$ cat src/quplsPkg.sv
// ======================================================================
// Shared widths, types and encodings for the decoder front end
// ======================================================================
package quplsPkg;

	// Width of one instruction word as it arrives from fetch
	localparam int instrWidth = 32;

	// The primary opcode occupies the lowest bits of the word
	localparam int opcodeWidth = 7;

	// Capability instructions carry a secondary function field at the top
	localparam int funcWidth = 7;

	// The register file holds 64 entries, so each specifier is six bits wide
	localparam int regSpecWidth = 6;

	// Sequence tags wrap after sixteen instructions
	localparam int seqTagWidth = 4;

	// ======================================================================
	// Vector types
	// ======================================================================

	// A raw instruction word
	typedef logic [instrWidth-1:0] instrT;

	// The primary opcode field, bits 6 down to 0
	typedef logic [opcodeWidth-1:0] opcodeT;

	// The capability function field, bits 31 down to 25
	typedef logic [funcWidth-1:0] funcT;

	// One register number
	typedef logic [regSpecWidth-1:0] regSpecT;

	// Tag that follows an instruction through the pipeline
	typedef logic [seqTagWidth-1:0] seqTagT;

	// ======================================================================
	// Field positions
	// ======================================================================

	// Low bit of the destination specifier
	localparam int rdLsb = 7;

	// Low bit of the first source specifier
	localparam int rs1Lsb = 13;

	// Low bit of the second source specifier
	localparam int rs2Lsb = 19;

	// Low bit of the capability function field
	localparam int funcLsb = 25;

	// ======================================================================
	// Opcodes
	// ======================================================================

	// Integer loads, signed and unsigned
	localparam opcodeT opLoad = 7'h40;
	localparam opcodeT opLoadU = 7'h41;

	// Floating point loads in single and double width
	localparam opcodeT opFLoad = 7'h42;
	localparam opcodeT opDFLoad = 7'h43;

	// Posit load
	localparam opcodeT opPLoad = 7'h44;

	// Indirect subroutine call reads its target from memory,
	// so the memory pipeline treats it as a load
	localparam opcodeT opJsri = 7'h45;

	// Load of a full capability from memory
	localparam opcodeT opCLoad = 7'h46;

	// Integer store
	localparam opcodeT opStore = 7'h48;

	// Capability group, qualified by the function field
	localparam opcodeT opCap = 7'h50;

	// Register to register arithmetic
	localparam opcodeT opAlu = 7'h04;

	// ======================================================================
	// Capability functions
	// ======================================================================

	// Loads the tag bits of a block of capabilities
	localparam funcT fnCLoadTags = 7'h12;

endpackage

$ cat src/quplsDecodeLoad.sv
`timescale 1ns/1ns

// Sorts an instruction into the memory pipeline classes.
// Purely combinational, so the result is ready in the same cycle
module quplsDecodeLoad
(
	input quplsPkg::instrT instr,
	output logic load,
	output logic cLoad,
	output logic cLoadTags
);

	// Fields pulled out of the word
	quplsPkg::opcodeT opcode;
	quplsPkg::funcT func;

	// Ordinary loads, including the indirect call that reads its target
	function automatic logic isLoadOp(input quplsPkg::opcodeT op);
		case (op)
			quplsPkg::opLoad,
			quplsPkg::opLoadU,
			quplsPkg::opFLoad,
			quplsPkg::opDFLoad,
			quplsPkg::opPLoad,
			quplsPkg::opJsri:
				return 1'b1;
			default:
				return 1'b0;
		endcase
	endfunction

	// A capability load has an opcode of its own
	function automatic logic isCLoadOp(input quplsPkg::opcodeT op);
		return op == quplsPkg::opCLoad;
	endfunction

	// Load-tags lives inside the capability group and needs the function field
	function automatic logic isCLoadTagsOp(input quplsPkg::opcodeT op, input quplsPkg::funcT fn);
		if (op == quplsPkg::opCap)
		begin
			return fn == quplsPkg::fnCLoadTags;
		end
		return 1'b0;
	endfunction

	assign opcode = instr[quplsPkg::opcodeWidth-1:0];
	assign func = instr[quplsPkg::funcLsb +: quplsPkg::funcWidth];

	// The three classes are mutually exclusive by construction
	assign load = isLoadOp(opcode);
	assign cLoad = isCLoadOp(opcode);
	assign cLoadTags = isCLoadTagsOp(opcode, func);

endmodule

$ cat src/quplsDecodeRegs.sv
`timescale 1ns/1ns

// Pulls the register specifiers out of an instruction and works out
// which of them the opcode actually reads or writes
module quplsDecodeRegs
(
	input quplsPkg::instrT instr,
	output quplsPkg::regSpecT rd,
	output quplsPkg::regSpecT rs1,
	output quplsPkg::regSpecT rs2,
	output logic rdUsed,
	output logic rs1Used,
	output logic rs2Used,
	output logic illegal
);

	quplsPkg::opcodeT opcode;
	quplsPkg::funcT func;

	assign opcode = instr[quplsPkg::opcodeWidth-1:0];
	assign func = instr[quplsPkg::funcLsb +: quplsPkg::funcWidth];

	// The fields sit at fixed places in every format, so they are
	// extracted unconditionally and the use bits say which ones matter
	assign rd = instr[quplsPkg::rdLsb +: quplsPkg::regSpecWidth];
	assign rs1 = instr[quplsPkg::rs1Lsb +: quplsPkg::regSpecWidth];
	assign rs2 = instr[quplsPkg::rs2Lsb +: quplsPkg::regSpecWidth];

	always_comb
	begin
		// Unknown until an opcode below claims the instruction
		rdUsed = 1'b0;
		rs1Used = 1'b0;
		rs2Used = 1'b0;
		illegal = 1'b1;
		case (opcode)
			// Loads write rd from the address in rs1
			quplsPkg::opLoad,
			quplsPkg::opLoadU,
			quplsPkg::opFLoad,
			quplsPkg::opDFLoad,
			quplsPkg::opPLoad,
			quplsPkg::opJsri,
			quplsPkg::opCLoad:
			begin
				rdUsed = 1'b1;
				rs1Used = 1'b1;
				illegal = 1'b0;
			end
			// Only load-tags is defined in the capability group so far
			quplsPkg::opCap:
			begin
				if (func == quplsPkg::fnCLoadTags)
				begin
					rdUsed = 1'b1;
					rs1Used = 1'b1;
					illegal = 1'b0;
				end
			end
			// Stores read the address and the data and write nothing
			quplsPkg::opStore:
			begin
				rs1Used = 1'b1;
				rs2Used = 1'b1;
				illegal = 1'b0;
			end
			// Two sources and one destination
			quplsPkg::opAlu:
			begin
				rdUsed = 1'b1;
				rs1Used = 1'b1;
				rs2Used = 1'b1;
				illegal = 1'b0;
			end
			default:
			begin
				illegal = 1'b1;
			end
		endcase
	end

endmodule

$ cat src/quplsDecodeStage.sv
`timescale 1ns/1ns

// Second pipeline stage. Decodes the latched instruction and registers
// every result alongside its valid and tag
module quplsDecodeStage
(
	input logic clk,
	input logic rstN,
	input logic flush,
	input quplsPkg::instrT s1Instr,
	input logic s1Valid,
	input quplsPkg::seqTagT s1Tag,
	output logic decValid,
	output quplsPkg::seqTagT decTag,
	output logic isLoad,
	output logic isCLoad,
	output logic isCLoadTags,
	output quplsPkg::regSpecT rd,
	output quplsPkg::regSpecT rs1,
	output quplsPkg::regSpecT rs2,
	output logic rdUsed,
	output logic rs1Used,
	output logic rs2Used,
	output logic illegal
);

	// ======================================================================
	// Combinational decode
	// ======================================================================

	logic nxtLoad;
	logic nxtCLoad;
	logic nxtCLoadTags;
	quplsPkg::regSpecT nxtRd;
	quplsPkg::regSpecT nxtRs1;
	quplsPkg::regSpecT nxtRs2;
	logic nxtRdUsed;
	logic nxtRs1Used;
	logic nxtRs2Used;
	logic nxtIllegal;

	// Memory pipeline class
	quplsDecodeLoad uLoad
	(
		.instr(s1Instr),
		.load(nxtLoad),
		.cLoad(nxtCLoad),
		.cLoadTags(nxtCLoadTags)
	);

	// Register specifiers and legality
	quplsDecodeRegs uRegs
	(
		.instr(s1Instr),
		.rd(nxtRd),
		.rs1(nxtRs1),
		.rs2(nxtRs2),
		.rdUsed(nxtRdUsed),
		.rs1Used(nxtRs1Used),
		.rs2Used(nxtRs2Used),
		.illegal(nxtIllegal)
	);

	// ======================================================================
	// Output register
	// ======================================================================

	// Flush kills whatever was sitting in stage one
	always_ff @(posedge clk or negedge rstN)
	begin
		if (!rstN)
			decValid <= 1'b0;
		else
			decValid <= s1Valid & ~flush;
	end

	// Results are only meaningful while decValid is high
	always_ff @(posedge clk)
	begin
		if (s1Valid)
		begin
			decTag <= s1Tag;
			isLoad <= nxtLoad;
			isCLoad <= nxtCLoad;
			isCLoadTags <= nxtCLoadTags;
			rd <= nxtRd;
			rs1 <= nxtRs1;
			rs2 <= nxtRs2;
			rdUsed <= nxtRdUsed;
			rs1Used <= nxtRs1Used;
			rs2Used <= nxtRs2Used;
			illegal <= nxtIllegal;
		end
	end

endmodule

$ cat src/quplsDecoder.sv
`timescale 1ns/1ns

// Decoder front end. Two register stages, so an instruction accepted
// at one edge shows up on the outputs two edges later
module quplsDecoder
(
	input logic clk,
	input logic rstN,
	input quplsPkg::instrT instr,
	input logic instrValid,
	input logic flush,
	output logic decValid,
	output quplsPkg::seqTagT decTag,
	output logic isLoad,
	output logic isCLoad,
	output logic isCLoadTags,
	output quplsPkg::regSpecT rd,
	output quplsPkg::regSpecT rs1,
	output quplsPkg::regSpecT rs2,
	output logic rdUsed,
	output logic rs1Used,
	output logic rs2Used,
	output logic illegal
);

	// Stage one to stage two
	quplsPkg::instrT s1Instr;
	logic s1Valid;
	quplsPkg::seqTagT s1Tag;

	// Capture and tagging
	quplsInstrLatch uLatch
	(
		.clk(clk),
		.rstN(rstN),
		.flush(flush),
		.instr(instr),
		.instrValid(instrValid),
		.s1Instr(s1Instr),
		.s1Valid(s1Valid),
		.s1Tag(s1Tag)
	);

	// Decode and output register
	quplsDecodeStage uDecode
	(
		.clk(clk),
		.rstN(rstN),
		.flush(flush),
		.s1Instr(s1Instr),
		.s1Valid(s1Valid),
		.s1Tag(s1Tag),
		.decValid(decValid),
		.decTag(decTag),
		.isLoad(isLoad),
		.isCLoad(isCLoad),
		.isCLoadTags(isCLoadTags),
		.rd(rd),
		.rs1(rs1),
		.rs2(rs2),
		.rdUsed(rdUsed),
		.rs1Used(rs1Used),
		.rs2Used(rs2Used),
		.illegal(illegal)
	);

endmodule

$ cat src/quplsInstrLatch.sv
`timescale 1ns/1ns

// First pipeline register. Captures each accepted instruction and
// stamps it with the next sequence tag
module quplsInstrLatch
(
	input logic clk,
	input logic rstN,
	input logic flush,
	input quplsPkg::instrT instr,
	input logic instrValid,
	output quplsPkg::instrT s1Instr,
	output logic s1Valid,
	output quplsPkg::seqTagT s1Tag
);

	// Next tag to hand out
	quplsPkg::seqTagT tagCnt;
	logic accept;

	// An instruction offered together with a flush is thrown away
	assign accept = instrValid & ~flush;

	// Control state
	always_ff @(posedge clk or negedge rstN)
	begin
		if (!rstN)
		begin
			s1Valid <= 1'b0;
			tagCnt <= '0;
		end
		else
		begin
			s1Valid <= accept;
			// The counter keeps its value across a flush and wraps at sixteen
			if (accept)
			begin
				tagCnt <= tagCnt + 1'b1;
			end
		end
	end

	// Instruction word and its tag only change when something is accepted
	always_ff @(posedge clk)
	begin
		if (accept)
		begin
			s1Instr <= instr;
			s1Tag <= tagCnt;
		end
	end

endmodule

$ cat config.mk
export PLATFORM = sky130hd
export DESIGN_NAME = quplsDecoder
export DESIGN_NICKNAME = d
export VERILOG_FILES = /design/src/quplsPkg.sv /design/src/quplsDecodeLoad.sv /design/src/quplsDecodeRegs.sv /design/src/quplsDecodeStage.sv /design/src/quplsDecoder.sv /design/src/quplsInstrLatch.sv
export SDC_FILE = /design/constraint.sdc
export NUM_CORES = 1
export LEC_CHECK = 0
export BUFFER_PORTS_ARGS = -buffer_cell sky130_fd_sc_hd__clkbuf_2
export CAP_MARGIN = 10
export CORE_ASPECT_RATIO = 0.7
export CORE_MARGIN = 2
export CORE_UTILIZATION = 54
export CTS_CLUSTER_SIZE = 10
export DETAILED_ROUTE_END_ITERATION = 10
export GPL_TIMING_DRIVEN = 1
export HOLD_SLACK_MARGIN = 0.15
export PLACE_DENSITY_LB_ADDON = 0.2
export SLEW_MARGIN = 25
export SYNTH_ARGS = -nofsm -noshare
export SYNTH_HDL_FRONTEND = slang
export SYNTH_SLANG_ARGS = --single-unit
$ cat constraint.sdc
create_clock -name clk -period 4.5 [get_ports clk]
set_input_delay 0.45 -clock clk [delete_from_list [all_inputs] [get_ports clk]]
set_output_delay 0.45 -clock clk [all_outputs]
set_load 0.05 [all_outputs]
==> results of run 1 <==
## power groups by stage
stage	clock network, mW	logic (mW)	registers (mW)
after floorplan	0	0.0323	0.903
after global placement	0	0.131	0.844
after detailed placement	0	0.135	0.850
after CTS	0.528	0.136	0.836
after global routing	0.552	0.147	0.842
final	0.514	0.138	0.835
## state kept, by name, indices dropped and copies added, names as in the netlist
signal and cells:
uDecode.decTag 4, uDecode.decValid 1, uDecode.illegal 1, uDecode.isCLoad 1, uDecode.isCLoadTags 1, uDecode.isLoad 1, uDecode.rd 6, uDecode.rdUsed 1
uDecode.rs1 6, uDecode.rs1Used 1, uDecode.rs2 6, uDecode.rs2Used 1, uLatch.s1Instr 32, uLatch.s1Tag 4, uLatch.s1Valid 1, uLatch.tagCnt 4
## per-stage QoR
stage                     worst slack [ns]  instance area (µm²)  power (mW)
after floorplan                       2.27                 2320       0.935
after global placement                2.63                 2710       0.975
after detailed placement              2.58                 2710       0.985
after CTS                             2.94                 2930        1.50
after global routing                  2.90                 2960        1.54
final                                 3.00                 2960        1.49
## cell type report
| class | instances | area [µm²] |
|---|---|---|
| Clock buffer | 12 | 135 |
| Clock inverter | 4 | 70.1 |
| Fill cell | 250 | 1060 |
| Sequential cell | 71 | 2100 |
| Multi-Input combinational cell | 26 | 219 |
| Tap cell | 52 | 65.1 |
| Timing Repair Buffer | 67 | 363 |
## worst min path at each step
stage	from	depth (start not counted)	end	slack (ns)
after global routing	instr[6]	1	uLatch.s1Instr[6]	0.28
after CTS	instr[29]	1	uLatch.s1Instr[29]	0.28
final	instr[29]	1	uLatch.s1Instr[29]	0.29
after global placement	rstN	1	uDecode.decValid	0.28
after floorplan	rstN	0	uDecode.decValid	0.15
after detailed placement	rstN	1	uDecode.decValid	0.28
## cells by family after synthesis
logic type,synth area share (%)
xor gates and xnor gates,1.13
DFF,90.7
muxes,0.486
AOI/OAI and AO/OA,1.84
buffers and inverters,0.162
adders and majority gates,0.540
and+or+nand+nor,5.13
## synth_stat cells
master | instances | area, µm²
a21oi_1 | 1 | 5.00
clkbuf_1 | 1 | 3.75
nor4_1 | 1 | 6.26
nand4_1 | 1 | 6.26
nor3_1 | 3 | 15.0
or3_1 | 1 | 6.26
edfxtp_1 | 65 | 1950
or4b_4 | 1 | 13.8
o21a_1 | 1 | 7.51
nor4b_1 | 1 | 8.76
a31oi_4 | 1 | 21.3
nor4bb_1 | 1 | 10.0
and4_1 | 1 | 8.76
dfrtp_1 | 6 | 150
xor2_1 | 1 | 8.76
a211o_1 | 1 | 8.76
nor2b_1 | 2 | 12.5
nand2_1 | 2 | 7.51
xnor2_1 | 2 | 17.5
ha_1 | 1 | 12.5
nor3b_1 | 2 | 15.0
mux2_1 | 1 | 11.3
and3b_1 | 1 | 8.76
## metal layers
layer / global-route usage (%) / wire, µm / vias to the layer above
met2: 23.3 / 1530 / 52
met4: 10.0 / 78 / 0
li1: - / - / 548
met5: 0 / 0 / -
met1: 19.6 / 1470 / 534
met3: 6.75 / 279 / 10
==> flow_metrics.tcl, run 1 <==
set metrics [dict create \
    p_sw_mw 0.335 \
    comb_power_share_pct 9.2 \
    area_growth_pct 27.5 \
    setup_tns_ns 0 \
    slew_violations 0 \
    status "finished clean" \
    coreArea_mm2 0.00402 \
    cts_tree "done" \
    hpwl_mm 2.28 \
    utilization_pct 73.6 \
    cp-start-kind "register" \
    finalCritPeriodShare_pct 33.4 \
    cap_violations 0 \
    syn_inst 98 \
    worst_slew_pin_slew_ns 0.650 \
    ant_nets 0 \
    crit_slowest_cell "or4b_4" \
    cts_buffer_depth 2 \
    cp-end-kind "register" \
    cts_sinks 71 \
    crit_cells 3 \
    antenna_cells 0 \
    vias 1144 \
    p_seq_share_pct 56.2 \
    critical-path-max-stage-delay_ns 0.59 \
    r2r_end "uDecode.illegal" \
    gp_congestion 0.772 \
    grt_start_max_net_pins 42 \
    fin_worst_skew_ns 0.00661 \
    arrival_ns 1.58 \
    critPathLaunch "uLatch.s1Instr[4]" \
    critPathCapture "uDecode.illegal" \
    routedWlPerCell_um 14.4 \
    wirelength_mm 3.35 \
    clk_pin_slew_ns 0.06 \
    place.port_buffers 65 \
    synth_seq_cells 71 \
    drc 0 \
    post_cts_buffers 0 \
    layout_common_cells "clkbuf_2, edfxtp_1, clkbuf_8, dfrtp_1" \
    drtPass1Iterations 4 \
    synth_area_mm2 0.00232 \
    finalHoldViolCount 0 \
    cts_resized 0 \
    yosysWarnings 0 \
    nets 212 \
    die_w_um 82.3 \
    rows 19 \
    critPathBufInv 0 \
    cp_top_family "simple AND/OR/NAND/NOR gates" \
    required_ns 4.58 \
    gr-total-overflow 0 \
    io_pins 66 \
    ir_worst_vdd_mv 0.363 \
    finalNonFillerCells 232 \
    drive_above_1_share_pct 46.1 \
    crit_chain "or4b_4 > a31oi_4 > nor3_1" \
    dp_cells 214 \
    rsz0062_at_grt "no" \
    die_h_um 58.8 \
    finalCriticalPeriod_ns 1.50 \
    cp_max_fo 3 \
    fmax_ghz 0.666 \
    ctsHtreeMaxLevel 3 \
    swShare_pct 22.5 \
    p_int_mw 1.15 \
    setup_violations 0 \
    grt_pass1_wl_mm 5.15 \
    first_global_vias 1120 \
    power_frac_clock_pct 34.6 \
    hold_path.class "in -> reg" \
    synth_sequential_area_ratio_pct 90.7 \
    synth_nets 135 \
    numCtsBuffers 9 \
    r2r-start "uLatch.s1Instr[4]" \
    holdBufCountCts 1 \
    rr_worst_depth 3 \
    ctsRootBufferMaster "clkbuf_8" \
    drt-initial-drc-count 49 \
    crit_type "reg -> reg" \
    p_leak_nw 1.15 \
    initial_core_util_pct 57.7 \
    synth_cell_types 23 \
    track_usage_pct 15.9 \
    syn_area_per_cell_um2 23.6 \
    clk_latency_ns 0.33 \
    holdWs_ns 0.295 \
    antenna_found_initial 0 \
    vias_per_cell 4.93 \
    slew_headroom_pct 56.7 \
    reg2reg_slack_ns 3.00 \
    die_area_mm2 0.00484 \
    pwr_density_cell_mw_per_mm2 503 \
]
(Power assumes the default switching activity.)
==> run 2, diff against run 1 <==
--- a/config.mk
+++ b/config.mk
@@ -9,7 +9,7 @@
 export CAP_MARGIN = 10
 export CORE_ASPECT_RATIO = 0.7
 export CORE_MARGIN = 2
-export CORE_UTILIZATION = 54
+export CORE_UTILIZATION = 50
 export CTS_CLUSTER_SIZE = 10
 export DETAILED_ROUTE_END_ITERATION = 10
 export GPL_TIMING_DRIVEN = 1
==> constraint.sdc (replaced) <==
create_clock -name clk -period 1.5 [get_ports clk]
set_input_delay 0.15 -clock clk [delete_from_list [all_inputs] [get_ports clk]]
set_output_delay 0.15 -clock clk [all_outputs]
set_load 0.05 [all_outputs]
==> run 2 against run 1 <==
  * Final cell count grew 19%
  * Combinational power grew to 3.8 times the previous value
  * Power grew to 3.0 times the previous value
  * Sequential share of layout area shrank 8.6 points
  * First-iteration DRC count grew 16%
  * Count of clock-buffer cells in the layout grew 1
  * Final area grew 14%
==> flow_metrics.tcl, run 2 (synthesized netlist as in run 1, its figures left out) <==
set metrics [dict create \
    finalCriticalPeriod_ns 1.49 \
    clk_latency_ns 0.33 \
    routedWlPerCell_um 14.7 \
    arrival_ns 1.57 \
    die_area_mm2 0.00520 \
    holdWs_ns 0.175 \
    vias_per_cell 4.72 \
    layout_setup_ws_ns 0.0137 \
    track_usage_pct 17.2 \
    crit_slowest_cell "or4b_4" \
    p_leak_nw 1.32 \
    p_int_mw 3.45 \
    die_w_um 85.4 \
    largest_reg_flops 32 \
    ctsRootBufferMaster "clkbuf_8" \
    layout_common_cells "clkbuf_2, edfxtp_1, dlygate4sd3_1, clkbuf_8" \
    ctsHtreeMaxLevel 3 \
    drtPass1Iterations 4 \
    power_frac_clock_pct 33.1 \
    fmax_ghz 0.673 \
    first_global_vias 1307 \
    numCtsBuffers 9 \
    drt-initial-drc-count 57 \
    hold_path.class "in -> async" \
    crit_type "reg -> reg" \
    rsz0062_at_grt "yes" \
    power.total_mw 4.50 \
    required_ns 1.58 \
    crit_chain "or4b_4 > a31oi_4 > nor3_1" \
    die_h_um 61.0 \
    finalCritPeriodShare_pct 99.1 \
    finalHoldViolCount 0 \
    p_sw_mw 1.04 \
    nets 253 \
    ant_nets 0 \
    status "finished clean" \
    fin_worst_skew_ns 0.00534 \
    initial_core_util_pct 52.6 \
    area_growth_pct 45.0 \
    place.port_buffers 65 \
    antenna_cells 0 \
    final_cell_area_mm2 0.00336 \
    cts_sinks 71 \
    p_seq_share_pct 55.2 \
    regMostFlops "uLatch.s1Instr" \
    worst_slew_pin_slew_ns 0.351 \
    coreArea_mm2 0.00440 \
    cts_buffer_depth 2 \
    slew_violations 0 \
    gr-total-overflow 0 \
    cp_max_fo 3 \
    highest_layer "met4" \
    swShare_pct 23.2 \
    gp_congestion 0.787 \
    grt_start_max_net_pins 29 \
    route.layer.met1.wl_mm 1.64 \
    pwr_density_cell_mw_per_mm2 1340 \
    rows 20 \
    drc 0 \
    io_pins 66 \
    placed_cell_area_mm2 0.00279 \
    ir_worst_vdd_mv 0.857 \
    cp-start-kind "register" \
    dr_wl_met2_mm 2.15 \
    cp-end-kind "register" \
    wl_met3_um 235 \
    setup_violations 0 \
    cts_tree "done" \
    utilization_pct 76.3 \
    clk_pin_slew_ns 0.07 \
    vias 1302 \
    cap_violations 0 \
    hpwl_mm 2.36 \
    antenna_found_initial 0 \
    post-place-ws_ns 0.0115 \
    wirelength_mm 4.06 \
    drive_above_1_share_pct 41.6 \
    critical-path-max-stage-delay_ns 0.57 \
    grt_pass1_wl_mm 6.20 \
    slew_headroom_pct 76.4 \
    comb_power_share_pct 11.6 \
]
run 2: layout make-up:
type	count	area (µm²)
Sequential cell	71	2100
Fill cell	278	1040
Timing Repair Buffer	108	761
Multi-Input combinational cell	26	228
Clock buffer	13	159
Tap cell	55	68.8
Clock inverter	3	42.5
run 2: layer usage:
layer,vias to the layer above,track usage [%]
li1,627,-
met1,627,19.2
met2,43,29.5
met3,5,7.07
met4,0,8.84
met5,-,0
run 2: metrics by stage:
stage	instances	setup TNS, ns
floorplan	98	0
global placement	223	0
detailed placement	223	0
CTS	274	0
global route	276	-0.0237
finish	276	0
run 2: repair_timing:
action	4_1_cts	5_1_grt
hold buffers	35	0
setup buffers	0	2
endpoints found under the setup margin	1	3
resized for setup	0	3
pin swaps	1	0
hold endpoints to repair	40	0
run 2: power groups by stage:
stage,Sequential [mW],Clock (mW),Combinational (mW)
3_3_place_gp,2.51,0,0.433
5_1_grt,2.50,1.62,0.556
3_5_place_dp,2.52,0,0.447
2_1_floorplan,2.71,0,0.0971
4_1_cts,2.48,1.53,0.519
6_report,2.48,1.49,0.523
run 2: final timing paths:
check / end / cells past startpoint / start / slack, ns
worst max-delay path: uDecode.illegal / 3 / uLatch.s1Instr[4] / 0.01
worst min-delay path: uLatch.tagCnt[2] / 2 / rstN / 0.17
worst max register to register: uDecode.illegal / 3 / uLatch.s1Instr[4] / 0.01
worst min register to register: uDecode.rs2[1] / 0 / uLatch.s1Instr[20] / 0.42
max in group asynchronous: uLatch.tagCnt[1] / 2 / rstN / 1.18
min in group clk: uDecode.rs2[1] / 0 / uLatch.s1Instr[20] / 0.42
run 2: critical path, delay by kind of cell, from the launching register on:
kind            cells  cell delay (ns)
flops               1             0.43
compound gates      1             0.18
simple gates        2             0.64
==> run 3, diff against run 2 <==
--- a/config.mk
+++ b/config.mk
@@ -10,6 +10,7 @@
 export CORE_ASPECT_RATIO = 0.7
 export CORE_MARGIN = 2
 export CORE_UTILIZATION = 50
+export CTS_BUF_LIST = sky130_fd_sc_hd__clkbuf_16
 export CTS_CLUSTER_SIZE = 10
 export DETAILED_ROUTE_END_ITERATION = 10
 export GPL_TIMING_DRIVEN = 1
==> run 3 against run 2 <==
  * Wire length down 2.1%
  * Fmax is 0.25% higher
  * Highest routed layer unchanged
  * Register-to-register slack is essentially flat
  * Clock power is 31% higher
  * Largest power group unchanged
  * Non-clock buffer count unchanged
  * Final area up 2.4%
  * Via count grew 0.61%
  * Setup slack better by 0.0038 ns
==> flow_metrics.tcl, run 3 (synthesized netlist as in run 1, its figures left out) <==
set metrics [dict create \
    largest_reg_flops 32 \
    power_frac_clock_pct 39.3 \
    rsz0062_at_grt "yes" \
    p_seq_share_pct 50.2 \
    fill_cells 262 \
    arrival_ns 1.55 \
    cap_violations 0 \
    crit_type "reg -> reg" \
    swShare_pct 22.2 \
    status "finished clean" \
    p_sw_mw 1.10 \
    numCtsBuffers 9 \
    final_cell_area_mm2 0.00344 \
    cp-start-kind "register" \
    rows 20 \
    required_ns 1.56 \
    routedWlPerCell_um 14.4 \
    clk_pin_slew_ns 0.05 \
    regMostFlops "uLatch.s1Instr" \
    grt_start_max_net_pins 29 \
    setup_violations 0 \
    antenna_cells 0 \
    die_h_um 61.0 \
    p_leak_nw 1.37 \
    grt_pass1_wl_mm 6.07 \
    wirelength_mm 3.97 \
    ir_worst_vdd_mv 1.05 \
    cts_tree "done" \
    gp_congestion 0.787 \
    vias_per_cell 4.75 \
    die_w_um 85.4 \
    ctsHtreeMaxLevel 3 \
    drt-initial-drc-count 39 \
    finalHoldViolCount 0 \
    power.total_mw 4.96 \
    antenna_found_initial 0 \
    p_int_mw 3.86 \
    slew_violations 0 \
    comb_power_share_pct 10.5 \
    place.port_buffers 65 \
    route.layer.met1.wl_mm 1.60 \
    worst_slew_pin_slew_ns 0.345 \
    vias 1310 \
    area_growth_pct 48.5 \
    layout_setup_ws_ns 0.0174 \
    ctsRootBufferMaster "clkbuf_16" \
    pwr_density_cell_mw_per_mm2 1440 \
    cp-end-kind "register" \
    layout_common_cells "clkbuf_2, edfxtp_1, dlygate4sd3_1, clkbuf_16" \
    drtPass1Iterations 4 \
    coreArea_mm2 0.00440 \
    cts_sinks 71 \
    finalCritPeriodShare_pct 98.8 \
    wl_met3_um 245 \
    drc 0 \
    hold_path.class "in -> async" \
    fin_worst_skew_ns 0.00458 \
    clk_latency_ns 0.31 \
    nets 253 \
    first_global_vias 1334 \
    placed_cell_area_mm2 0.00279 \
    die_area_mm2 0.00520 \
    drive_above_1_share_pct 40.7 \
    slew_headroom_pct 76.8 \
    hpwl_mm 2.36 \
    ant_nets 0 \
    cp_max_fo 3 \
    dr_wl_met2_mm 2.02 \
    gr-total-overflow 0 \
    post-place-ws_ns 0.0115 \
    cts_buffer_depth 2 \
    finalCriticalPeriod_ns 1.48 \
    initial_core_util_pct 52.6 \
    io_pins 66 \
    fmax_ghz 0.675 \
    track_usage_pct 16.6 \
    highest_layer "met4" \
]
run 3: cell types whose count changed in the layout (fill, tap and decap cells not counted), sizes merged:
cell    delta
clkbuf     -4
clkinv     +2
inv        +2
run 3: routing by layer:
metal / global-route usage [%] / up-vias
met4: 11.6 / 0
met1: 17.8 / 616
li1: - / 631
met2: 27.9 / 50
met3: 6.39 / 13
met5: 0 / -
run 3: area by class of cell:
type | count | area, µm² | area share, %
tap | 55 | 68.8 | 2.00
clock buffer | 9 | 225 | 6.54
multi-input combinational | 26 | 228 | 6.62
clock inverter | 7 | 57.6 | 1.67
timing repair buffer | 108 | 761 | 22.1
sequential | 71 | 2100 | 61.1
run 3: critical path, stage by stage, from the launching register on:
cell and delay, ns:
edfxtp_1 0.42, or4b_4 0.57, a31oi_4 0.18, nor3_1 0.07
run 3: metrics by stage:
stage / hold WS (ns) / setup TNS [ns] / instances / util (%)
floorplan: -0.146 / 0 / 98 / -
global placement: -0.0232 / 0 / 223 / 63.2
detailed placement: -0.0162 / 0 / 223 / 63.2
CTS: 0.178 / 0 / 274 / 77.6
global route: 0.203 / -0.0164 / 276 / 78.2
finish: 0.193 / 0 / 276 / 78.2
run 3: power by group through the flow:
stage / Clock (mW) / Sequential (mW) / Combinational (mW)
4_1_cts: 2.00 / 2.49 / 0.519
2_1_floorplan: 0 / 2.71 / 0.0971
6_report: 1.95 / 2.49 / 0.522
3_5_place_dp: 0 / 2.52 / 0.447
5_1_grt: 2.07 / 2.51 / 0.554
3_3_place_gp: 0 / 2.51 / 0.433
run 3: final timing paths:
kind	depth (start not counted)	slack (ns)	to	start
max in group asynchronous	2	1.16	uLatch.tagCnt[2]	rstN
hold reg to reg	0	0.42	uDecode.decTag[1]	uLatch.s1Tag[1]
min in group clk	0	0.42	uDecode.decTag[1]	uLatch.s1Tag[1]
hold / removal	2	0.19	uLatch.s1Valid	rstN
setup / recovery	3	0.02	uDecode.illegal	uLatch.s1Instr[4]
setup reg to reg	3	0.02	uDecode.illegal	uLatch.s1Instr[4]
run 3: what timing repair did:
| item | 4_1_cts | 5_1_grt |
|---|---|---|
| pin swaps | 1 | 0 |
| endpoints found under the setup margin | 1 | 2 |
| gates resized for setup | 0 | 3 |
| gates cloned | 0 | 0 |
| hold buffers | 35 | 0 |
| endpoints found under the hold margin | 40 | 0 |
| setup buffers | 0 | 2 |
